===== src/source/mpeg_host_pkg.sv =====
package mpeg_host_pkg;

    typedef logic [7:0]  data_byte_t;   // One stream byte
    typedef logic [15:0] bus_word_t;    // One CPU data word
    typedef logic [14:0] reg_addr_t;    // Word address, bits 15..1

    // FMV interrupt enable and status layout
    typedef struct packed {
        logic erdv;
        logic erdd;
        logic vcup;
        logic pai;
        logic vsync;
        logic eii;
        logic esi;
        logic tim;     // Programmable timer
        logic dcl;
        logic ovf;
        logic ndat;
        logic rfb;
        logic eod;
        logic pic;     // Picture start code
        logic gop;     // Group of pictures start code
        logic seq;     // Sequence header start code
    } interrupt_flags_s;

    // FMA register block
    localparam reg_addr_t addr_fma_cmd       = 15'h1800;
    localparam reg_addr_t addr_fma_ivec      = 15'h1806;
    localparam reg_addr_t addr_fma_dclk_high = 15'h1808;
    localparam reg_addr_t addr_fma_dclk_low  = 15'h1809;
    localparam reg_addr_t addr_fma_isr       = 15'h180D;
    localparam reg_addr_t addr_fma_ier       = 15'h180E;

    // FMV register block
    localparam reg_addr_t addr_fmv_ier    = 15'h2030;
    localparam reg_addr_t addr_fmv_isr    = 15'h2031;
    localparam reg_addr_t addr_fmv_tcnt   = 15'h2032;
    localparam reg_addr_t addr_fmv_trld   = 15'h2057;
    localparam reg_addr_t addr_fmv_syscmd = 15'h2060;
    localparam reg_addr_t addr_fmv_ivec   = 15'h206E;
    localparam reg_addr_t addr_fmv_xfer   = 15'h206F;

    localparam int fma_isr_poll_bit    = 8;    // POLL flag in FMA ISR
    localparam int cmd_dma_bit         = 15;   // DMA start in command words
    localparam int timer_prescale_log2 = 3;    // Timer compare in units of 8 ticks

    // Video start code bytes
    localparam data_byte_t start_code_zero   = 8'h00;
    localparam data_byte_t start_code_prefix = 8'h01;
    localparam data_byte_t start_code_seq    = 8'hB3;
    localparam data_byte_t start_code_gop    = 8'hB8;
    localparam data_byte_t start_code_pic    = 8'h00;

endpackage

===== src/source/mpeg_host_top.sv =====
`timescale 1ns/10ps

module mpeg_host_top import mpeg_host_pkg::*; #(
    parameter int dclk_divider = 667,
    parameter int fifo_depth   = 16
) (
    input  logic        clk,
    input  logic        reset,
    input  logic [23:1] address,
    input  bus_word_t   din,
    output bus_word_t   dout,
    input  logic        uds,
    input  logic        lds,
    input  logic        write_strobe,
    input  logic        cs,
    output logic        bus_ack,
    output logic        intreq,
    input  logic        intack,
    output logic        req,
    input  logic        ack,
    output logic        rdy,
    input  logic        dtc,
    input  logic        done_in,
    output logic        fifo_overflow
);
    logic       stream_word_valid;
    logic       byte_valid;
    data_byte_t byte_data;
    data_byte_t fifo_data;
    logic       fifo_empty;
    logic       event_sequence_header;
    logic       event_group_of_pictures;
    logic       event_picture;

    mpeg_host_registers #(
        .dclk_divider(dclk_divider)
    ) u_registers (
        .clk, .reset, .address, .din, .dout, .uds, .lds, .write_strobe, .cs,
        .bus_ack, .intreq, .intack, .req, .ack, .rdy, .dtc, .done_in,
        .stream_word_valid,
        .event_sequence_header, .event_group_of_pictures, .event_picture
    );

    mpeg_word_splitter u_splitter (
        .clk, .reset, .stream_word_valid, .din,
        .byte_valid, .byte_data
    );

    // Detector never stalls, so the FIFO drains whenever it holds data
    mpeg_byte_fifo #(
        .fifo_depth(fifo_depth)
    ) u_fifo (
        .clk, .reset,
        .push(byte_valid), .push_data(byte_data), .pop(!fifo_empty),
        .pop_data(fifo_data), .empty(fifo_empty), .full(), .overflow(fifo_overflow)
    );

    mpeg_start_code_detector u_detector (
        .clk, .reset,
        .data_valid(!fifo_empty), .data_byte(fifo_data),
        .event_sequence_header, .event_group_of_pictures, .event_picture
    );

endmodule


===== src/source/mpeg_host_registers.sv =====
`timescale 1ns/10ps

module mpeg_host_registers import mpeg_host_pkg::*; #(
    parameter int dclk_divider = 667
) (
    input  logic        clk,
    input  logic        reset,
    input  logic [23:1] address,
    input  bus_word_t   din,
    output bus_word_t   dout,
    input  logic        uds,
    input  logic        lds,
    input  logic        write_strobe,
    input  logic        cs,
    output logic        bus_ack,
    output logic        intreq,
    input  logic        intack,
    output logic        req,
    input  logic        ack,
    output logic        rdy,
    input  logic        dtc,
    input  logic        done_in,
    output logic        stream_word_valid,
    input  logic        event_sequence_header,
    input  logic        event_group_of_pictures,
    input  logic        event_picture
);
    localparam int div_width   = $clog2(dclk_divider);
    localparam int timer_width = 16 + timer_prescale_log2;

    reg_addr_t              reg_addr;
    logic                   access;
    logic                   write_cycle;
    logic                   read_cycle;
    logic                   xfer_write;
    logic                   dma_word;
    logic                   fma_intreq;
    logic                   fmv_intreq;
    bus_word_t              fma_cmd;
    bus_word_t              fma_ivec;
    bus_word_t              fma_ier;
    bus_word_t              fma_isr;
    interrupt_flags_s       fmv_ier;
    interrupt_flags_s       fmv_isr;
    bus_word_t              fmv_tcnt;
    bus_word_t              fmv_ivec;
    logic [31:0]            dclk;            // 45 kHz decoder clock
    bus_word_t              dclk_low_latch;
    logic [div_width-1:0]   div_count;
    logic                   dclk_tick;
    logic [timer_width-1:0] timer_count;
    logic                   timer_fire;
    logic                   dma_active;
    logic                   dma_for_fma;

    assign reg_addr    = address[15:1];
    assign access      = cs && (uds || lds);
    assign write_cycle = access && bus_ack && write_strobe;
    assign read_cycle  = access && bus_ack && !write_strobe;
    assign xfer_write  = write_cycle && (reg_addr == addr_fmv_xfer);
    assign dma_word    = ack && dtc;

    // FMA-routed words are discarded here
    assign stream_word_valid = (dma_word || xfer_write) && !dma_for_fma;

    assign dclk_tick  = div_count == div_width'(dclk_divider - 1);
    assign timer_fire = dclk_tick
                        && (timer_count[timer_width-1:timer_prescale_log2] == fmv_tcnt);

    assign fma_intreq = |(fma_isr & fma_ier);
    assign fmv_intreq = |(fmv_isr & fmv_ier);
    assign intreq     = fma_intreq || fmv_intreq;
    assign req        = dma_active;
    assign rdy        = dma_active;

    always_comb begin
        dout = '0;
        case (reg_addr)
            addr_fma_cmd:       dout = fma_cmd;
            addr_fma_ivec:      dout = fma_ivec;
            addr_fma_dclk_high: dout = dclk[31:16];
            addr_fma_dclk_low:  dout = dclk_low_latch;
            addr_fma_isr:       dout = fma_isr;
            addr_fma_ier:       dout = fma_ier;
            addr_fmv_ier:       dout = fmv_ier;
            addr_fmv_isr:       dout = fmv_isr;
            addr_fmv_tcnt:      dout = fmv_tcnt;
            addr_fmv_ivec:      dout = fmv_ivec;
            default: ;
        endcase
        // Interrupt acknowledge cycle, FMA has priority
        if (intack) begin
            if (fma_intreq) begin
                dout = {fma_ivec[7:0], fma_ivec[7:0]};
            end else begin
                dout = {fmv_ivec[10:3], fmv_ivec[10:3]};
            end
        end
    end

    always_ff @(posedge clk) begin
        if (reset) begin
            bus_ack <= 1'b0;
        end else begin
            bus_ack <= access && !bus_ack;   // Toggles while the access lasts
        end
    end

    always_ff @(posedge clk) begin
        if (reset) begin
            div_count <= '0;
            dclk      <= '0;
        end else if (dclk_tick) begin
            div_count <= '0;
            dclk      <= dclk + 1'b1;
        end else begin
            div_count <= div_count + 1'b1;
        end
    end

    // Reading DCLK high freezes the low half for the following read
    always_ff @(posedge clk) begin
        if (read_cycle && (reg_addr == addr_fma_dclk_high)) begin
            dclk_low_latch <= dclk[15:0];
        end
    end

    always_ff @(posedge clk) begin
        if (reset) begin
            timer_count <= '0;
        end else if (write_cycle && (reg_addr == addr_fmv_trld)) begin
            timer_count <= '0;
        end else if (timer_fire) begin
            timer_count <= '0;
        end else if (dclk_tick) begin
            timer_count <= timer_count + 1'b1;
        end
    end

    always_ff @(posedge clk) begin
        if (reset) begin
            dma_active  <= 1'b0;
            dma_for_fma <= 1'b0;
        end else begin
            if (done_in && ack) begin
                dma_active  <= 1'b0;
                dma_for_fma <= 1'b0;
            end
            if (write_cycle && din[cmd_dma_bit]) begin
                if (reg_addr == addr_fma_cmd) begin
                    dma_active  <= 1'b1;
                    dma_for_fma <= 1'b1;
                end else if (reg_addr == addr_fmv_syscmd) begin
                    dma_active  <= 1'b1;
                    dma_for_fma <= 1'b0;
                end
            end
        end
    end

    always_ff @(posedge clk) begin
        if (reset) begin
            fma_cmd  <= '0;
            fma_ivec <= '0;
            fma_ier  <= '0;
            fmv_ier  <= '0;
            fmv_tcnt <= 16'd55;
            fmv_ivec <= '0;
        end else begin
            if (done_in && ack) begin
                fma_cmd[cmd_dma_bit] <= 1'b0;   // DMA finished
            end
            if (write_cycle) begin
                case (reg_addr)
                    addr_fma_cmd:  fma_cmd  <= din;
                    addr_fma_ivec: fma_ivec <= din;
                    addr_fma_ier:  fma_ier  <= din;
                    addr_fmv_ier:  fmv_ier  <= din;
                    addr_fmv_tcnt: fmv_tcnt <= din;
                    addr_fmv_ivec: fmv_ivec <= din;
                    default: ;
                endcase
            end
        end
    end

    // Status registers clear on read, new events in the same cycle survive
    always_ff @(posedge clk) begin
        if (reset) begin
            fma_isr <= '0;
            fmv_isr <= '0;
        end else begin
            if (read_cycle && (reg_addr == addr_fma_isr)) begin
                fma_isr <= '0;
            end
            if (read_cycle && (reg_addr == addr_fmv_isr)) begin
                fmv_isr <= '0;
            end
            if (event_sequence_header) begin
                fmv_isr.seq <= 1'b1;
            end
            if (event_group_of_pictures) begin
                fmv_isr.gop <= 1'b1;
            end
            if (event_picture) begin
                fmv_isr.pic <= 1'b1;
            end
            if (timer_fire) begin
                fmv_isr.tim               <= 1'b1;
                fma_isr[fma_isr_poll_bit] <= 1'b1;   // POLL
            end
        end
    end

endmodule


===== src/source/mpeg_start_code_detector.sv =====
`timescale 1ns/10ps

module mpeg_start_code_detector import mpeg_host_pkg::*; (
    input  logic       clk,
    input  logic       reset,
    input  logic       data_valid,
    input  data_byte_t data_byte,
    output logic       event_sequence_header,
    output logic       event_group_of_pictures,
    output logic       event_picture
);
    localparam logic [1:0] run_max = 2'd2;   // Two or more zero bytes

    logic [1:0] zero_run;      // Length of current zero byte run
    logic       prefix_seen;   // 00 00 01 complete, next byte is the code
    logic       code_valid;

    assign code_valid = data_valid && prefix_seen;

    // Events come one clock after the code byte
    always_ff @(posedge clk) begin
        if (reset) begin
            event_sequence_header   <= 1'b0;
            event_group_of_pictures <= 1'b0;
            event_picture           <= 1'b0;
        end else begin
            event_sequence_header   <= code_valid && (data_byte == start_code_seq);
            event_group_of_pictures <= code_valid && (data_byte == start_code_gop);
            event_picture           <= code_valid && (data_byte == start_code_pic);
        end
    end

    // Prefix tracking
    always_ff @(posedge clk) begin
        if (reset) begin
            zero_run    <= 2'd0;
            prefix_seen <= 1'b0;
        end else if (data_valid) begin
            if (prefix_seen) begin
                // Code byte consumed, a 00h code does not count toward a new run
                prefix_seen <= 1'b0;
                zero_run    <= 2'd0;
            end else if (data_byte == start_code_zero) begin
                if (zero_run != run_max) begin
                    zero_run <= zero_run + 2'd1;
                end
            end else begin
                prefix_seen <= (data_byte == start_code_prefix) && (zero_run == run_max);
                zero_run    <= 2'd0;
            end
        end
    end

endmodule


===== src/source/mpeg_byte_fifo.sv =====
`timescale 1ns/10ps

module mpeg_byte_fifo import mpeg_host_pkg::*; #(
    parameter int fifo_depth = 16
) (
    input  logic       clk,
    input  logic       reset,
    input  logic       push,
    input  data_byte_t push_data,
    input  logic       pop,
    output data_byte_t pop_data,
    output logic       empty,
    output logic       full,
    output logic       overflow
);
    localparam int ptr_width   = $clog2(fifo_depth);
    localparam int count_width = $clog2(fifo_depth + 1);

    data_byte_t             mem [fifo_depth];
    logic [ptr_width-1:0]   wr_ptr;
    logic [ptr_width-1:0]   rd_ptr;
    logic [count_width-1:0] count;
    logic                   do_push;
    logic                   do_pop;

    assign empty   = count == '0;
    assign full    = count == count_width'(fifo_depth);
    assign do_push = push && !full;     // Push while full is lost
    assign do_pop  = pop && !empty;

    assign pop_data = mem[rd_ptr];

    always_ff @(posedge clk) begin
        if (do_push) begin
            mem[wr_ptr] <= push_data;
        end
    end

    always_ff @(posedge clk) begin
        if (reset) begin
            wr_ptr   <= '0;
            rd_ptr   <= '0;
            count    <= '0;
            overflow <= 1'b0;
        end else begin
            if (do_push) begin
                wr_ptr <= (wr_ptr == ptr_width'(fifo_depth - 1)) ? '0 : wr_ptr + 1'b1;
            end
            if (do_pop) begin
                rd_ptr <= (rd_ptr == ptr_width'(fifo_depth - 1)) ? '0 : rd_ptr + 1'b1;
            end
            if (do_push && !do_pop) begin
                count <= count + 1'b1;
            end else if (do_pop && !do_push) begin
                count <= count - 1'b1;
            end
            if (push && full) begin
                overflow <= 1'b1;   // Sticky until reset
            end
        end
    end

endmodule


===== src/source/mpeg_word_splitter.sv =====
`timescale 1ns/10ps

module mpeg_word_splitter import mpeg_host_pkg::*; (
    input  logic       clk,
    input  logic       reset,
    input  logic       stream_word_valid,
    input  bus_word_t  din,
    output logic       byte_valid,
    output data_byte_t byte_data
);
    logic       word_valid_q;   // Low byte pending
    data_byte_t low_byte_q;

    // Word strobe delayed by one clock
    always_ff @(posedge clk) begin
        if (reset) begin
            word_valid_q <= 1'b0;
        end else begin
            word_valid_q <= stream_word_valid;
        end
    end

    // Low byte held for the second cycle
    always_ff @(posedge clk) begin
        if (stream_word_valid) begin
            low_byte_q <= din[7:0];
        end
    end

    // High byte goes straight through, held low byte wins the next cycle
    assign byte_valid = word_valid_q || stream_word_valid;
    assign byte_data  = word_valid_q ? low_byte_q : din[15:8];

endmodule


===== config.mk =====
export PLATFORM = sky130hd
export DESIGN_NAME = mpeg_host_top
export DESIGN_NICKNAME = d
export VERILOG_FILES = /design/src/source/mpeg_host_pkg.sv /design/src/source/mpeg_host_top.sv /design/src/source/mpeg_host_registers.sv /design/src/source/mpeg_start_code_detector.sv /design/src/source/mpeg_byte_fifo.sv /design/src/source/mpeg_word_splitter.sv
export SDC_FILE = /design/constraint.sdc
export NUM_CORES = 1
export LEC_CHECK = 0
export BUFFER_PORTS_ARGS = -buffer_cell sky130_fd_sc_hd__buf_2
export CAP_MARGIN = 10
export CELL_PAD_IN_SITES_DETAIL_PLACEMENT = 0
export CELL_PAD_IN_SITES_GLOBAL_PLACEMENT = 1
export CORE_MARGIN = 1.5
export CORE_UTILIZATION = 40
export CTS_CLUSTER_DIAMETER = 60
export DETAILED_ROUTE_END_ITERATION = 16
export GPL_TIMING_DRIVEN = 0
export PLACE_DENSITY = 0.78
export SLEW_MARGIN = 10
export SYNTH_ARGS = -nofsm -noshare
export SYNTH_HDL_FRONTEND = slang
export SYNTH_SLANG_ARGS = --single-unit

===== constraint.sdc =====
create_clock -name clk -period 5.5 [get_ports clk]
set_input_delay 0.275 -clock clk [delete_from_list [all_inputs] [get_ports clk]]
set_output_delay 0.275 -clock clk [all_outputs]
set_load 0.02 [all_outputs]

# Word-level counts from Yosys, hierarchy flattened
# Memories as Yosys holds them, arrays and structs flattened. A register that Yosys moved wholly into a read port is not among the register bits.
# Index checks and enable logic that the tools add are counted.
dict set report totals {
  register_bits 210
  mem_bits_rw 128
  inputBits 49
  out_inout_bits 21
  memories 1
}
# memory depth width rd rd_clocked_by_memory_dff wr line
set memory_table {}
lappend memory_table {u_fifo.mem 16 8 1 1 1 mpeg_byte_fifo.sv:19} ;# data_byte_t mem [fifo_depth];
dict set report classes {
  n_addsub 8
  n_eq_ne 24
  muxes 35
  bitwise_logic 3
  n_reduce_logical 53
}
# operator count
set ops {}
lappend ops {{case mux 16 bit (10 select lines)} 1}
lappend ops {{equality test 15 x 14 -> 1 bit (second input constant)} 7}
lappend ops {{equality test 15 x 13 -> 1 bit (second input constant)} 6}
lappend ops {{two-way mux 16 bit} 4}
lappend ops {{adder 32 x 1 -> 32 bit (second input constant)} 1}
lappend ops {{bitwise AND 9 x 16 -> 16 bit} 2}
lappend ops {{OR reduction 16 bit} 2}
lappend ops {{logical AND 1 bit} 24}
lappend ops {{adder 19 x 1 -> 19 bit (second input constant)} 1}
lappend ops {{two-way mux 1 bit} 18}
lappend ops {{two-way mux 9 bit} 2}
lappend ops {{equality test 16 bit} 1}
lappend ops {{equality test 8 bit (second input constant)} 2}
lappend ops {{two-way mux 4 bit} 4}
lappend ops {{AND reduction 2 bit} 7}
lappend ops {{nonzero test 2 bit} 6}
lappend ops {{adder 10 x 1 -> 10 bit (second input constant)} 1}
lappend ops {{equality test 10 bit (second input constant)} 1}
lappend ops {{two-way mux 5 bit} 2}
lappend ops {{adder 4 x 1 -> 4 bit (second input constant)} 2}
lappend ops {{equality test 4 bit (second input constant)} 2}
lappend ops {{equality test 8 x 1 -> 1 bit (second input constant)} 1}
lappend ops {{zero test 8 bit} 1}
lappend ops {{two-way mux 8 bit} 1}
lappend ops {{14 further kinds} 24}

# Depth between registers and ports, before layout
dict set report depth {
  ltp_word 13
  depth_mapped 16
}

# Cells and area by module
# Synthesis repeated with hierarchy kept, for this count alone.
dict set report unflattened {
  hier_cells 1389
  hier_area_um2 14895.5
}
# module n_inst cells_per_inst area_per_inst_um2 seq_area_each_um2
set by_module_without_submodules {}
lappend by_module_without_submodules {mpeg_host_registers 1 1019 8386.8 3783.6}
lappend by_module_without_submodules {mpeg_byte_fifo 1 318 5790.6 4204.0}
lappend by_module_without_submodules {mpeg_word_splitter 1 20 404.1 260.2}
lappend by_module_without_submodules {mpeg_start_code_detector 1 31 310.3 120.1}
lappend by_module_without_submodules {mpeg_host_top 1 1 3.8 0.0}

# Worst setup path after synthesis
# No wires, ideal clock.
dict set report synth_path {
  path_kind {register to register}
  from {register u_registers.bus_ack}
  to {register u_fifo.count[4]}
  arrival_time_ns 3.006
  t_required_ns 5.430
  slack_ns 2.423
  stages_incl_launch_ff 15
  n_path_buf 0
  synth_period_minus_slack_ns 3.077
  cell_sequence {dfxtp_1 o2111ai_1 nor2_1 a32oi_1 o21bai_1 nand2_1 inv_1 ha_1 inv_1 ha_1 a21o_1 a21oi_1 xnor2_1 or3_1 a21oi_1}
}
dict set report synth_via {
  elab_chain_len 10
  word_cells_on_any_way 12
  cone_classes {mux: 1; reduce/logical: 11}
}
# element line
set synth_lines {}
lappend synth_lines {{start: declaration} mpeg_host_registers.sv:15} ;# output logic bus_ack,
lappend synth_lines {{start signal: assignment} mpeg_host_registers.sv:105} ;# bus_ack <= access && !bus_ack;
lappend synth_lines {{logical AND 1 bit * (2 in series)} mpeg_host_registers.sv:58} ;# assign write_cycle = access && bus_ack && write_strobe;
lappend synth_lines {{logical AND 1 bit *} mpeg_host_registers.sv:60} ;# assign xfer_write = write_cycle && (reg_addr == addr_fmv_xfer);
lappend synth_lines {{logical OR 1 bit *} mpeg_host_registers.sv:64} ;# assign stream_word_valid = (dma_word || xfer_write) && !dma_for_fma;
lappend synth_lines {{logical AND 1 bit *} mpeg_host_registers.sv:64}
lappend synth_lines {{logical OR 1 bit *} mpeg_word_splitter.sv:31} ;# assign byte_valid = word_valid_q || stream_word_valid;
lappend synth_lines {{logical AND 1 bit *} mpeg_byte_fifo.sv:28} ;# assign do_push = push && !full;
lappend synth_lines {{net u_fifo.do_push} mpeg_byte_fifo.sv:23} ;# logic do_push;
lappend synth_lines {{zero test 1 bit} mpeg_byte_fifo.sv:54} ;# end else if (do_pop && !do_push) begin
lappend synth_lines {{logical AND 1 bit} mpeg_byte_fifo.sv:54}
lappend synth_lines {{nonzero test 2 bit (no source line)} -}
lappend synth_lines {{end signal: assignment} mpeg_byte_fifo.sv:53} ;# count <= count + 1'b1;
lappend synth_lines {{end signal: assignment} mpeg_byte_fifo.sv:55} ;# count <= count - 1'b1;
lappend synth_lines {{end: declaration} mpeg_byte_fifo.sv:22} ;# logic [count_width-1:0] count;
# Mark *: on every way through the listed nets, which the timed path passes. The rest lies on a longest branch.
# A chain may end at the register's enable or synchronous reset.

# Final worst setup path
dict set report layout_path {
  from {input port address[6] (netlist bit)}
  to {output port dout[8]}
}
dict set report layout_via {
  elab_chain_len 3
  word_cells_on_any_way 12
  cone_classes {eq/ne: 10; mux: 2}
}
# element line
set layout_lines {}
lappend layout_lines {{start: declaration} mpeg_host_top.sv:9} ;# input logic [23:1] address,
lappend layout_lines {{equality test 15 x 14 -> 1 bit / equality test 15 x 13 -> 1 bit (equally long branches)} mpeg_host_registers.sv:78} ;# case (reg_addr)
lappend layout_lines {{case mux 16 bit (10 select lines) *} mpeg_host_registers.sv:78}
lappend layout_lines {{two-way mux 16 bit *} mpeg_host_registers.sv:92} ;# if (intack) begin
lappend layout_lines {{end: declaration} mpeg_host_top.sv:11} ;# output bus_word_t dout,
# Every way passes the cells marked *; elsewhere a longest branch is shown, timed or not.

==> qor.csv <==
metric,value,unit
status,"finished, violations left",
violated checks,DRC,
Syn. warnings,0,
Crit Path Category,input pin to output pin,
Iter 0 DRT Violations,1174,
first-pass GRT wire length,62000,um
CTS tree,yes,
Power Internal,4.56,mW
"critical path fanouts, max",10,
Multi-input gate area,0.00584,mm2
max-slew headroom at the worst pin,0.143,
largest cells by area after synthesis,"edfxtp_1, dfxtp_1, nand2_1",
crit path max-delay cell type,nor3_1,
H-tree level count,2,
root cell of the clock tree,clkbuf_16,
Reg area,0.00837,mm2
"flops & latches, synth",342,
Peak VDD IR,0.221,mV
die area,0.0375,mm2
Min-Delay Path Class,input pin to register,
Yosys top cell by area,edfxtp_1,
sequential fraction of design power,0.446,
first-pass iteration count of the detailed router,14,
ys flop type,dfxtp_1,
Hold Fails Final Rpt,0,
Worst Max-Slew Pin Slew,1.27,ns
number of fill cells,3306,
Post-Route Setup TNS,0,ns
Tcrit/Tclk final,0.773,
pin count of the biggest net entering global routing,17,
grt ovf,0,
total track usage,0.216,
Mapped Area,0.0146,mm2
Worst Path Buf+Inv,3,
Die Ht,194,um
Yosys top cell area share,0.314,
Core Area,0.0357,mm2
Post-CTS Resized,0,
# DRC,4,
drt total wl,40800,um
# diodes,0,
Crit path required time,5.22,ns
clk sinks,342,
vias per cell,5.59,
P&R area growth vs syn,14.8,%
RD Place Congestion,0.957,
initial core utilization,0.408,
WL per Instance,20.9,um
syn_nets,1420,
initial antenna violation count,1,
kind of cell adding the most delay to the critical path,simple AND/OR/NAND/NOR gates,
FMAX,0.235,GHz
CP peak stage delay,0.91,ns
Post-Synthesis Cells,1356,
fraction of the yosys area taken by sequential cells,0.575,
DR vias,10900,
clock power share,0.415,
max-slew violations,0,
max_cap viols,0,
hold_buf cts,0,
Logic pwr share,0.139,
clock slew seen by the registers of the worst setup and hold paths,0.06,ns
Tmin final,4.25,ns
Routed Antenna Nets,0,
synth unique cells,63,
CP arrival,3.98,ns
vias in the first global route,10500,
crit path capture type,output pin,
share of cells above drive strength 1,0.126,
Num CTS Buffers,39,
CP cell instances,"buf_2, nor4bb_1, nand4b_1, nor3_1, clkbuf_1, nand2_1, o21ai_0, a2111oi_0, o21ai_0, buf_2",
Post-synth EDFFs,152,
Final #Nets,1519,
Final setup viols,0,
PortBufs,57,
ys async rst share,0,
switching power,1.59,mW
Clock Latency Late Sink,0.53,ns
num rows,69,
io pins,70,
syn_area_per_cell,10.7,um2
Final HPWL DP,29300,um
RSZ-0062 raised after global routing,false,
pwr/cell area,368,mW/mm2
Max clock buf depth,3,
Die Wd,194,um
CP Launch Type,input pin,
final core utilization,0.469,
Setup Skew,0.0286,ns
"Setup Fix Bufs, Post-CTS",0,
Leak,5.52,nW
Sw Share,0.258,
[flip-flops by register name, summed over array words and instances, names as in the netlist, 2 cells and up, named ones only]
signal,cells
u_registers.dclk_low_latch,16
u_registers.fmv_ier,16
u_registers.fma_cmd,16
u_registers.fma_ivec,16
u_registers.div_count,10
u_registers.fmv_tcnt,16
u_fifo.wr_ptr,4
u_registers.fmv_isr,4
u_registers.timer_count,19
u_detector.zero_run,2
u_fifo.mem,128
u_fifo.rd_ptr,4
u_splitter.low_byte_q,8
u_registers.fma_ier,16
u_registers.dclk,32
u_fifo.count,5
u_registers.fmv_ivec,16
[power by group through the flow]
stage                     Clock, mW  Sequential [mW]  Combinational [mW]
after global placement            0             2.80               0.840
after detailed placement          0             2.80               0.862
after floorplan                   0             2.79               0.623
after global routing           2.68             2.75               0.934
final                          2.55             2.74               0.856
after CTS                      2.59             2.74               0.866
[stage by stage]
stage          power (mW)  worst slack, ns  hold slack (ns)  cells  area, um2
2_1_floorplan        3.41             2.42            0.374   1356      14600
3_3_place_gp         3.64             1.49            0.428   1874      15400
3_5_place_dp         3.66             1.50            0.438   1875      15500
4_1_cts              6.20             1.46           0.0954   1947      16700
5_1_grt              6.37             1.21            0.107   1947      16700
6_report             6.15             1.25            0.121   1947      16700
[worst paths after layout]
path | cells after the start | startpoint | end | slack (ns)
worst max register to register | 14 | u_registers.bus_ack | u_fifo.count[4] | 1.60
worst min register to register | 2 | u_detector.event_picture | u_registers.fmv_isr[2] | 0.45
worst min-delay path | 3 | din[2] | u_registers.fma_cmd[2] | 0.12
worst max-delay path | 10 | address[6] | dout[8] | 1.25
[metal layers]
layer,up-vias,routed length [um],track usage
li1,5113,-,-
met1,5266,17600,0.299
met2,403,18700,0.343
met3,90,2980,0.0320
met4,2,1490,0.0814
met5,-,9,0
[cell families after synthesis]
kind of cell             synth area share
AO/OA/AOI/OAI                      0.0960
buffers and inverters              0.0255
XOR/XNOR                           0.0451
multiplexers                       0.0678
flip-flops                          0.575
AND/OR/NAND/NOR                     0.177
adder cells (fa/ha/maj)            0.0134
[layout make-up]
class,instances,area share
multi-input cells,923,0.350
well taps,461,0.0345
clock buffers,47,0.0621
inverters,19,0.00427
plain buffers,72,0.0179
repair buffers,58,0.0177
flip-flops and latches,342,0.501
clock inverters,25,0.0133
[Yosys cell counts, drive strengths merged (2+ instances only)]
cell    count
nand3b      6
clkbuf     56
mux2       16
nor2b       7
mux2i      12
o21bai      2
o211ai      2
nand4      11
nand3      58
a22oi      21
edfxtp    152
nand2b      8
nand2     244
or3        11
nor3b       6
o21ai      30
nor2      113
ha         14
a21oi     122
xor2       43
nor4       12
and3       31
mux4       30
nor3       21
and2        7
or4         4
dfxtp     190
or2         2
a31oi       2
inv        18
a21o        4
xnor2      32
buf        16
a221oi      3
and4        5
a222oi     30
[tightest hold or removal path: stages]
cell and delay, ns:
buf_2 0.19, nand2_1 0.08, a21oi_1 0.06
[cell usage in the layout (no fill, tap or decap), drive strengths merged, types with 4 or more instances in the layout]
cell	n
or4	4
clkbuf	103
nand2	244
nor2b	7
a22oi	21
nor4	12
nand2b	8
a222oi	30
or3	11
buf	74
dfxtp	190
xnor2	32
nor2	113
nor3b	6
and3	31
xor2	43
nand3	58
and2	7
mux2	16
edfxtp	152
mux2i	12
nand3b	6
clkinv	20
nor3	21
o21ai	30
a21oi	122
nand4	11
mux4	30
inv	21
ha	14
and4	5
a21o	4
No activity file was read; power rests on OpenSTA's default activity.
